===== config.mk =====
export PLATFORM = sky130hd
export DESIGN_NAME = digitizer_channel
export DESIGN_NICKNAME = d
export VERILOG_FILES = /design/src/source/digitizer_pkg.sv /design/src/source/add_header_footer.sv /design/src/source/baseline_estimator.sv /design/src/source/digitizer_channel.sv /design/src/source/hit_trigger.sv
export SDC_FILE = /design/constraint.sdc
export NUM_CORES = 1
export LEC_CHECK = 0
export BUFFER_PORTS_ARGS = -buffer_cell sky130_fd_sc_hd__buf_2
export CORE_MARGIN = 1.5
export CORE_UTILIZATION = 23
export DETAILED_ROUTE_END_ITERATION = 10
export PLACE_DENSITY = 0.44
export SYNTH_ARGS = -nofsm -noshare
export SYNTH_HDL_FRONTEND = slang
export SYNTH_SLANG_ARGS = --single-unit

===== constraint.sdc =====
create_clock -name CLK -period 16.76 [get_ports CLK]
set_clock_uncertainty 0.1 [all_clocks]
set_input_delay 1.676 -clock CLK [delete_from_list [all_inputs] [get_ports CLK]]
set_output_delay 1.676 -clock CLK [all_outputs]
set_load 0.05 [all_outputs]

===== src/source/digitizer_pkg.sv =====
package digitizer_pkg;

  // ------------------------------------------------------------------------
  // Beat and sample geometry
  // ------------------------------------------------------------------------
  localparam int DATA_WIDTH           = 128;
  localparam int SAMPLES_PER_BEAT     = 8;
  localparam int SAMPLE_SLOT_WIDTH    = 16;
  localparam int ADC_RESOLUTION_WIDTH = 12;  // Low bits of each slot

  // Sum of one beat before the divide by SAMPLES_PER_BEAT
  localparam int BEAT_SUM_WIDTH = ADC_RESOLUTION_WIDTH + $clog2(SAMPLES_PER_BEAT);

  // ------------------------------------------------------------------------
  // Trigger
  // ------------------------------------------------------------------------
  localparam int THRESHOLD_WIDTH  = 13;  // Signed offset
  localparam int COMPARE_WIDTH    = THRESHOLD_WIDTH + 1;
  localparam int WINDOW_BEATS     = 8;
  localparam int HOLD_COUNT_WIDTH = $clog2(WINDOW_BEATS + 1);

  // ------------------------------------------------------------------------
  // Framing
  // ------------------------------------------------------------------------
  localparam int HEADER_FOOTER_WIDTH    = 64;
  localparam int TIME_STAMP_WIDTH       = 49;
  localparam int FIRST_TIME_STAMP_WIDTH = 26;  // Upper bits, in the header
  localparam int LATER_TIME_STAMP_WIDTH = TIME_STAMP_WIDTH - FIRST_TIME_STAMP_WIDTH;
  localparam int HEAD_FOOT_ID_WIDTH     = 8;
  localparam int CHANNEL_ID_WIDTH       = 4;

  localparam logic [HEAD_FOOT_ID_WIDTH-1:0] HEADER_ID = '1;
  localparam logic [HEAD_FOOT_ID_WIDTH-1:0] FOOTER_ID = 8'h0F;

  // One ADC beat, seen whole or as sample slots (slot 0 is the LSB end)
  typedef union packed {
    logic [DATA_WIDTH-1:0]                             raw;
    logic [SAMPLES_PER_BEAT-1:0][SAMPLE_SLOT_WIDTH-1:0] slot;
  } beat_u;

endpackage


===== src/source/add_header_footer.sv =====
module add_header_footer #(
  parameter logic [digitizer_pkg::CHANNEL_ID_WIDTH-1:0] CHANNEL_ID = '0
) (
  input  logic                                           CLK,
  input  logic                                           RESETN,
  input  logic                                           triggered,
  input  logic [digitizer_pkg::TIME_STAMP_WIDTH-1:0]     time_stamp,
  input  logic [digitizer_pkg::THRESHOLD_WIDTH-1:0]      threshold_when_hit,
  input  logic [digitizer_pkg::ADC_RESOLUTION_WIDTH-1:0] baseline_when_hit,
  input  digitizer_pkg::beat_u                           din,
  output logic [digitizer_pkg::DATA_WIDTH-1:0]           dout,
  output logic                                           adding_valid
);

  import digitizer_pkg::*;

  logic [HEADER_FOOTER_WIDTH-1:0] header;
  logic [HEADER_FOOTER_WIDTH-1:0] footer;
  logic [DATA_WIDTH-1:0]          header_beat;
  logic [DATA_WIDTH-1:0]          footer_beat;
  logic [DATA_WIDTH-1:0]          dout_d;

  logic delayed_triggered;
  logic delayed_delay_triggered;
  logic triggered_posedge;
  logic triggered_negedge;

  // ------------------------------------------------------------------------
  // Frame words
  // ------------------------------------------------------------------------
  // Header: id, channel, upper time stamp, zero pad
  assign header = {HEADER_ID,
                   CHANNEL_ID,
                   time_stamp[TIME_STAMP_WIDTH-1 -: FIRST_TIME_STAMP_WIDTH],
                   {(HEADER_FOOTER_WIDTH - HEAD_FOOT_ID_WIDTH - CHANNEL_ID_WIDTH
                     - FIRST_TIME_STAMP_WIDTH){1'b0}}};

  // Footer: baseline and threshold padded to a slot with ones
  assign footer = {{(SAMPLE_SLOT_WIDTH - ADC_RESOLUTION_WIDTH){1'b1}},
                   baseline_when_hit,
                   {(SAMPLE_SLOT_WIDTH - THRESHOLD_WIDTH){1'b1}},
                   threshold_when_hit,
                   1'b0,
                   time_stamp[LATER_TIME_STAMP_WIDTH-1:0],
                   FOOTER_ID};

  assign header_beat = {{HEADER_FOOTER_WIDTH{1'b1}}, header};
  assign footer_beat = {footer, {HEADER_FOOTER_WIDTH{1'b1}}};

  // ------------------------------------------------------------------------
  // Edge detect and output pipe
  // ------------------------------------------------------------------------
  assign triggered_posedge = triggered && !delayed_triggered;
  assign triggered_negedge = !triggered && delayed_triggered;

  always_ff @(posedge CLK) begin
    if (!RESETN) begin
      delayed_triggered       <= 1'b0;
      delayed_delay_triggered <= 1'b0;
      adding_valid            <= 1'b0;
    end else begin
      delayed_triggered       <= triggered;
      delayed_delay_triggered <= delayed_triggered;
      adding_valid            <= delayed_triggered || delayed_delay_triggered;
    end
  end

  // Header and footer take the slot of the edge beat
  always_ff @(posedge CLK) begin
    if (triggered_posedge) begin
      dout_d <= header_beat;
    end else if (triggered_negedge) begin
      dout_d <= footer_beat;
    end else begin
      dout_d <= din.raw;
    end
  end

  always_ff @(posedge CLK) begin
    if (!RESETN) begin
      dout <= '1;
    end else begin
      dout <= dout_d;
    end
  end

  a_valid_low_after_reset : assert property (
    @(posedge CLK) !RESETN |=> !adding_valid
  ) else $error("adding_valid high right after reset");

endmodule


===== src/source/baseline_estimator.sv =====
module baseline_estimator (
  input  logic                                          CLK,
  input  logic                                          RESETN,
  input  digitizer_pkg::beat_u                          adc_data,
  input  logic                                          triggered,
  output digitizer_pkg::beat_u                          stage_beat,
  output logic [digitizer_pkg::ADC_RESOLUTION_WIDTH-1:0] baseline
);

  import digitizer_pkg::*;

  logic [BEAT_SUM_WIDTH-1:0]       beat_sum;
  logic [ADC_RESOLUTION_WIDTH-1:0] beat_mean;

  // Sum of the registered beat, upper slot bits dropped
  always_comb begin
    beat_sum = '0;
    for (int i = 0; i < SAMPLES_PER_BEAT; i++) begin
      beat_sum = beat_sum + BEAT_SUM_WIDTH'(stage_beat.slot[i][ADC_RESOLUTION_WIDTH-1:0]);
    end
  end

  assign beat_mean = beat_sum[BEAT_SUM_WIDTH-1 -: ADC_RESOLUTION_WIDTH];  // Divide by 8

  always_ff @(posedge CLK) begin
    stage_beat <= adc_data;
  end

  always_ff @(posedge CLK) begin
    if (!RESETN) begin
      baseline <= '0;
    end else if (!triggered) begin
      baseline <= beat_mean;  // Held while a window is open
    end
  end

  // Trigger comes back from the next stage, the freeze must hold across it
  a_baseline_frozen : assert property (
    @(posedge CLK) disable iff (!RESETN)
    triggered |=> $stable(baseline)
  ) else $error("baseline moved during trigger window");

endmodule


===== src/source/digitizer_channel.sv =====
module digitizer_channel #(
  parameter logic [digitizer_pkg::CHANNEL_ID_WIDTH-1:0] CHANNEL_ID = '0
) (
  input  logic                                            CLK,
  input  logic                                            RESETN,
  input  logic [digitizer_pkg::DATA_WIDTH-1:0]            adc_data,
  input  logic signed [digitizer_pkg::THRESHOLD_WIDTH-1:0] threshold,
  output logic [digitizer_pkg::DATA_WIDTH-1:0]            dout,
  output logic                                            adding_valid
);

  import digitizer_pkg::*;

  beat_u                           stage_beat;
  beat_u                           trig_beat;
  logic [ADC_RESOLUTION_WIDTH-1:0] baseline;
  logic                            triggered;
  logic [TIME_STAMP_WIDTH-1:0]     time_stamp;
  logic [ADC_RESOLUTION_WIDTH-1:0] baseline_when_hit;
  logic [THRESHOLD_WIDTH-1:0]      threshold_when_hit;

  baseline_estimator u_baseline (
    .CLK        (CLK),
    .RESETN     (RESETN),
    .adc_data   (adc_data),
    .triggered  (triggered),   // Freeze from stage 2
    .stage_beat (stage_beat),
    .baseline   (baseline)
  );

  hit_trigger u_trigger (
    .CLK                (CLK),
    .RESETN             (RESETN),
    .stage_beat         (stage_beat),
    .baseline           (baseline),
    .threshold          (threshold),
    .trig_beat          (trig_beat),
    .triggered          (triggered),
    .time_stamp         (time_stamp),
    .baseline_when_hit  (baseline_when_hit),
    .threshold_when_hit (threshold_when_hit)
  );

  add_header_footer #(
    .CHANNEL_ID (CHANNEL_ID)
  ) u_framer (
    .CLK                (CLK),
    .RESETN             (RESETN),
    .triggered          (triggered),
    .time_stamp         (time_stamp),
    .threshold_when_hit (threshold_when_hit),
    .baseline_when_hit  (baseline_when_hit),
    .din                (trig_beat),
    .dout               (dout),
    .adding_valid       (adding_valid)
  );

endmodule


===== src/source/hit_trigger.sv =====
module hit_trigger (
  input  logic                                            CLK,
  input  logic                                            RESETN,
  input  digitizer_pkg::beat_u                            stage_beat,
  input  logic [digitizer_pkg::ADC_RESOLUTION_WIDTH-1:0]  baseline,
  input  logic signed [digitizer_pkg::THRESHOLD_WIDTH-1:0] threshold,
  output digitizer_pkg::beat_u                            trig_beat,
  output logic                                            triggered,
  output logic [digitizer_pkg::TIME_STAMP_WIDTH-1:0]      time_stamp,
  output logic [digitizer_pkg::ADC_RESOLUTION_WIDTH-1:0]  baseline_when_hit,
  output logic [digitizer_pkg::THRESHOLD_WIDTH-1:0]       threshold_when_hit
);

  import digitizer_pkg::*;

  logic signed [COMPARE_WIDTH-1:0] thr_ext;
  logic signed [COMPARE_WIDTH-1:0] base_ext;
  logic [SAMPLES_PER_BEAT-1:0]     hit_slot;
  logic                            hit;
  logic [HOLD_COUNT_WIDTH-1:0]     hold_cnt;

  // ------------------------------------------------------------------------
  // Hit detection, all slots in parallel
  // ------------------------------------------------------------------------
  assign thr_ext  = {threshold[THRESHOLD_WIDTH-1], threshold};
  assign base_ext = {{(COMPARE_WIDTH - ADC_RESOLUTION_WIDTH){1'b0}}, baseline};

  always_comb begin
    hit_slot = '0;
    for (int i = 0; i < SAMPLES_PER_BEAT; i++) begin
      // sample + threshold < baseline
      hit_slot[i] = ($signed({{(COMPARE_WIDTH - ADC_RESOLUTION_WIDTH){1'b0}},
                              stage_beat.slot[i][ADC_RESOLUTION_WIDTH-1:0]}) + thr_ext)
                    < base_ext;
    end
  end

  assign hit = |hit_slot;

  // ------------------------------------------------------------------------
  // Hold counter, trigger level and time stamp
  // ------------------------------------------------------------------------
  always_ff @(posedge CLK) begin
    if (!RESETN) begin
      hold_cnt   <= '0;
      triggered  <= 1'b0;
      time_stamp <= '0;
    end else begin
      time_stamp <= time_stamp + 1'b1;
      if (hit) begin
        hold_cnt <= HOLD_COUNT_WIDTH'(WINDOW_BEATS);  // Retrigger reloads
      end else if (hold_cnt != '0) begin
        hold_cnt <= hold_cnt - 1'b1;
      end
      triggered <= hit || (hold_cnt > 1'b1);  // Next hold_cnt nonzero
    end
  end

  always_ff @(posedge CLK) begin
    trig_beat <= stage_beat;
    if (hit && !triggered) begin  // First hit of a window only
      baseline_when_hit  <= baseline;
      threshold_when_hit <= threshold;
    end
  end

  a_rise_after_hit : assert property (
    @(posedge CLK) disable iff (!RESETN)
    $rose(triggered) |-> $past(hit)
  ) else $error("triggered rose without a hit");

  a_hold_bound : assert property (
    @(posedge CLK) disable iff (!RESETN)
    hold_cnt <= HOLD_COUNT_WIDTH'(WINDOW_BEATS)
  ) else $error("hold count above window length");

endmodule


==> impl_results.md <==
- Fin crit period: 6720 ps
- Layout cells sized above 1: 0.155
- Most frequent cell on the critical path: fa_1
- Crit. End Element: flop
- Synthesized instance count: 2,326
- Worst-case reg-to-reg path depth: 24
- Area growth from synthesis to final layout: 22.1%
- Maxcap violations: 0
- Worst r2r src: u_baseline.stage_beat[0]
- Placed Cells incl. Taps: 3,934
- Post-Route WL: 78.1 mm
- Final antenna-violating net count: 0
- Die Span X: ~330 µm
- Post-cts sizing count: 0
- Netlist Area Pre-Place: 24,700 µm²
- Level count of the clock H-tree: 3
- Multiplexer share of the synthesized area: 0.000405
- Critical Path Fanout Max: 3
- Xor/xnor cell area share of the yosys netlist: 0.0436
- FF+latch count, synth: 606
- Largest family of logic cells by synthesized area: adder cells
- DR vias: ~17,000
- Category of cells accounting for the largest share of critical-path delay: adder cells
- Tightest Hold Check Type: flop to flop
- Share of Yosys cell area claimed by the top area cell type: 0.471
- Total Routing Usage GR: 0.141
- Count of boundary I/O pins: around 270
- Buffers inserted during post-CTS setup optimization: 0
- Number of antenna violations at the first check in global routing: 10
- Layout filler cell count: 11,038
- Crit path buf inv count: 1
- Number of global-route vias before repair: 16,821
- Setup slack of the worst register-to-register path: ~10,000 ps
- Maximum root-to-sink buffer count: 3
- Basic-gate share of the synthesized area counting and, or, nand and nor cells: 0.141
- Cell type with the highest aggregate area in the netlist: dfxtp_1
- R2r endpoint: u_baseline.baseline[11]
- Hold violation count in the final report: 0
- # DRC: 0
- Synthesized-area fraction occupied by ao, oa, aoi and oai cells: 0.118
- Placeable core region: approximately 110,000 µm²
- Worst Hold Path EP: u_trigger.trig_beat[111]
- Outcome: completed
- Crit path kind: flop to flop
- Total number of yosys warnings: 0
- Final max-slew violation count: 0
- Clock root buffer: clkbuf_16
- DR vias/cell: 4.23
- RSZ-0062 raised after global routing: false
- Die ar.: roughly 110,000 µm²
- Net Count, Synth: around 2,800
- Post-Syn Area per Cell: 10.6 µm²
- Proportion of register bits with asynchronous set or reset after synthesis: 0
- Timing-limited maximum frequency: ~150 MHz
- EDFF count, synth: 25
- Clock slew seen by the registers of the worst setup and hold paths: 60 ps
- Total negative slack for setup checks: 0 ps
- DRT iter0 DRCs: 905
- Diodes inserted: 0
- Leakage power summed over all cells: 12.9 nW
- Maximum vdd drop: 0.0922 mV
- Number of buffers created by CTS: roughly 70
- Most frequent cell after synthesis: dfxtp_1
- Vertical die dimension: 331 µm
- Worst Setup Start Kind: flop
- Sequential cell area fraction in the yosys report: 0.502
- Final setup vio count: 0
- Maximum number of pins on one net before global-route repair: 71
- Hold-critical path depth: 0
- Half-perimeter wire length after detailed placement: between 50 and 60 mm
- Total global routing overflow: 0
- Final routed wire length divided by cell count: 19.2 µm
- Most area-consuming cells after synthesis: dfxtp_1, ha_1, fa_1
- Worst Tran Pin Value: 885 ps
- Count of distinct cell types in the synthesized netlist: 69
- Final std cells w/o fill: 4,060
- Number of nets in the finished design: 3,045
- Global-route wire length before repair: 112 mm
- Leading cell types by count after synthesis: dfxtp_1, ha_1, nor2_1, nand2b_1, inv_1
- Adder-Cell Fraction of Synth Area: 0.165
- CTS Hold Bufs: 0
- CTS sink count: a little over 600
- First-pass DRT Iterations: 5
- Fraction of the core area covered by cells at the end of the flow: 0.285
- GPL Wtd Cong: 0.837
- Clock tree from TritonCTS: built
- WP data required: 17,160 ps
- Ordered list of cells on the worst path: ha_1 > fa_1 > a21o_1 > a21oi_1 > o21bai_1 > a21oi_1 > o21bai_1 > a21oi_1 > xor2_1 > fa_1 > fa_1 > fa_1 > inv_1 > fa_1 > ha_1 > or2_2 > a21oi_1 > a31oi_1 > and2_1 > o21ai_0 > a21boi_0 > o21a_1 > o211ai_1 > o311ai_0
- Placement row count: ~120
- Slowest cell on crit path: fa_1
- Slew margin rel.: 0.410
- Signal arrival time at the worst endpoint: 7120 ps
- Initial core utilization: 0.233
- Clock latency on the worst-skew pair: about 630 ps
- Pwr/cell area: around 150 nW/µm²
- Input/output buffers: 271
- Leading register cell type out of synthesis: dfxtp_1
- Hold Path Origin: u_baseline.stage_beat[111]
- Period utilisation layout: 0.401
- Worst path max stage delay: 550 ps
-- report_power, final --
| part | switching, W | internal, W |
|---|---|---|
| Combinational | 0.000726 | 0.000477 |
| Sequential | 0.0000620 | 0.00156 |
| Clock | 0.000647 | 0.000997 |
| Total | 0.00144 | 0.00303 |
-- per-layer routing --
layer  wire [µm]  vias up  track usage  part of all wire
met4        1640       12       0.0401             0.021
li1            -     8538            -                 -
met5          71        -            0           0.00091
met2       36000      388        0.229              0.46
met3        3710      107       0.0266             0.047
met1       36800     8128        0.191              0.47
-- worst reg2reg max path, cell delays in order (launching register included) --
cell and delay, ps:
dfxtp_1 330, ha_1 230, fa_1 410, a21o_1 180, a21oi_1 260, o21bai_1 110
a21oi_1 270, o21bai_1 90, a21oi_1 230, xor2_1 220, fa_1 490, fa_1 520
fa_1 550, inv_1 50, fa_1 450, ha_1 350, or2_2 290, a21oi_1 150
a31oi_1 90, and2_1 200, o21ai_0 280, a21boi_0 200, o21a_1 230, o211ai_1 150
o311ai_0 130
-- through the flow --
stage	power, W	worst slack (ps)	cell area (µm²)	hold slack [ps]
floorplan	0.00248	10370	24700	210
global route	0.00475	9660	30100	224
CTS	0.00455	10060	30100	224
detailed placement	0.00286	10090	27600	212
finish	0.00447	10040	30100	221
global placement	0.00286	10110	27600	210
-- placed cells by master, fill, tap and decap left out, types with 23 or more instances in the layout --
cell type  instances
dfxtp_1          581
buf_2            270
ha_1             217
nor2_1           196
nand2b_1         165
inv_1            133
a21oi_1          108
o21ai_0           96
nand2_1           96
clkbuf_16         72
xnor2_1           70
fa_1              66
xor2_1            53
a211o_1           52
a21o_1            46
nor2b_1           38
nand3_1           38
and2_1            34
nor3_1            29
a211oi_1          27
edfxtp_1          25
o21a_1            23
-- flip-flops by register name, summed over array words and instances, names as in the netlist, 4 cells and up --
name and flops:
u_baseline.stage_beat 128, u_framer.dout_d 128, u_trigger.hold_cnt 4, u_framer.dout 128, u_trigger.baseline_when_hit 12, u_baseline.baseline 12
u_trigger.time_stamp 49, u_trigger.trig_beat 128, u_trigger.threshold_when_hit 13
-- final cells by class --
class	instances	area, µm²	area share
inverters	136	510	0.0169
multi-input cells	1522	11600	0.384
repair buffers	279	1420	0.0472
clock buffers	92	1980	0.0656
well taps	1391	1740	0.0578
flip-flops and latches	606	12400	0.411
clock inverters	34	517	0.0171
-- logic make-up (layout without fill, tap and decap cells) --
group,count (synthesis),count (layout)
AOI/OAI and AO/OA,441,441
DFF,606,606
muxes,1,1
xor gates and xnor gates,123,123
and+or+nand+nor,672,672
buffers and inverters,198,541
adders and majority gates,285,285
-- worst max path at each step --
stage,slack (ps),cells past startpoint,end,startpoint
2_1_floorplan,10370,16,u_trigger.baseline_when_hit[0],threshold[0]
3_3_place_gp,10110,17,u_trigger.threshold_when_hit[1],threshold[1]
3_5_place_dp,10090,24,u_baseline.baseline[11],u_baseline.stage_beat[0]
4_1_cts,10060,24,u_baseline.baseline[11],u_baseline.stage_beat[0]
5_1_grt,9660,23,u_baseline.baseline[11],u_baseline.stage_beat[0]
6_report,10040,24,u_baseline.baseline[11],u_baseline.stage_beat[0]
No activity file was read; power rests on OpenSTA's default activity.
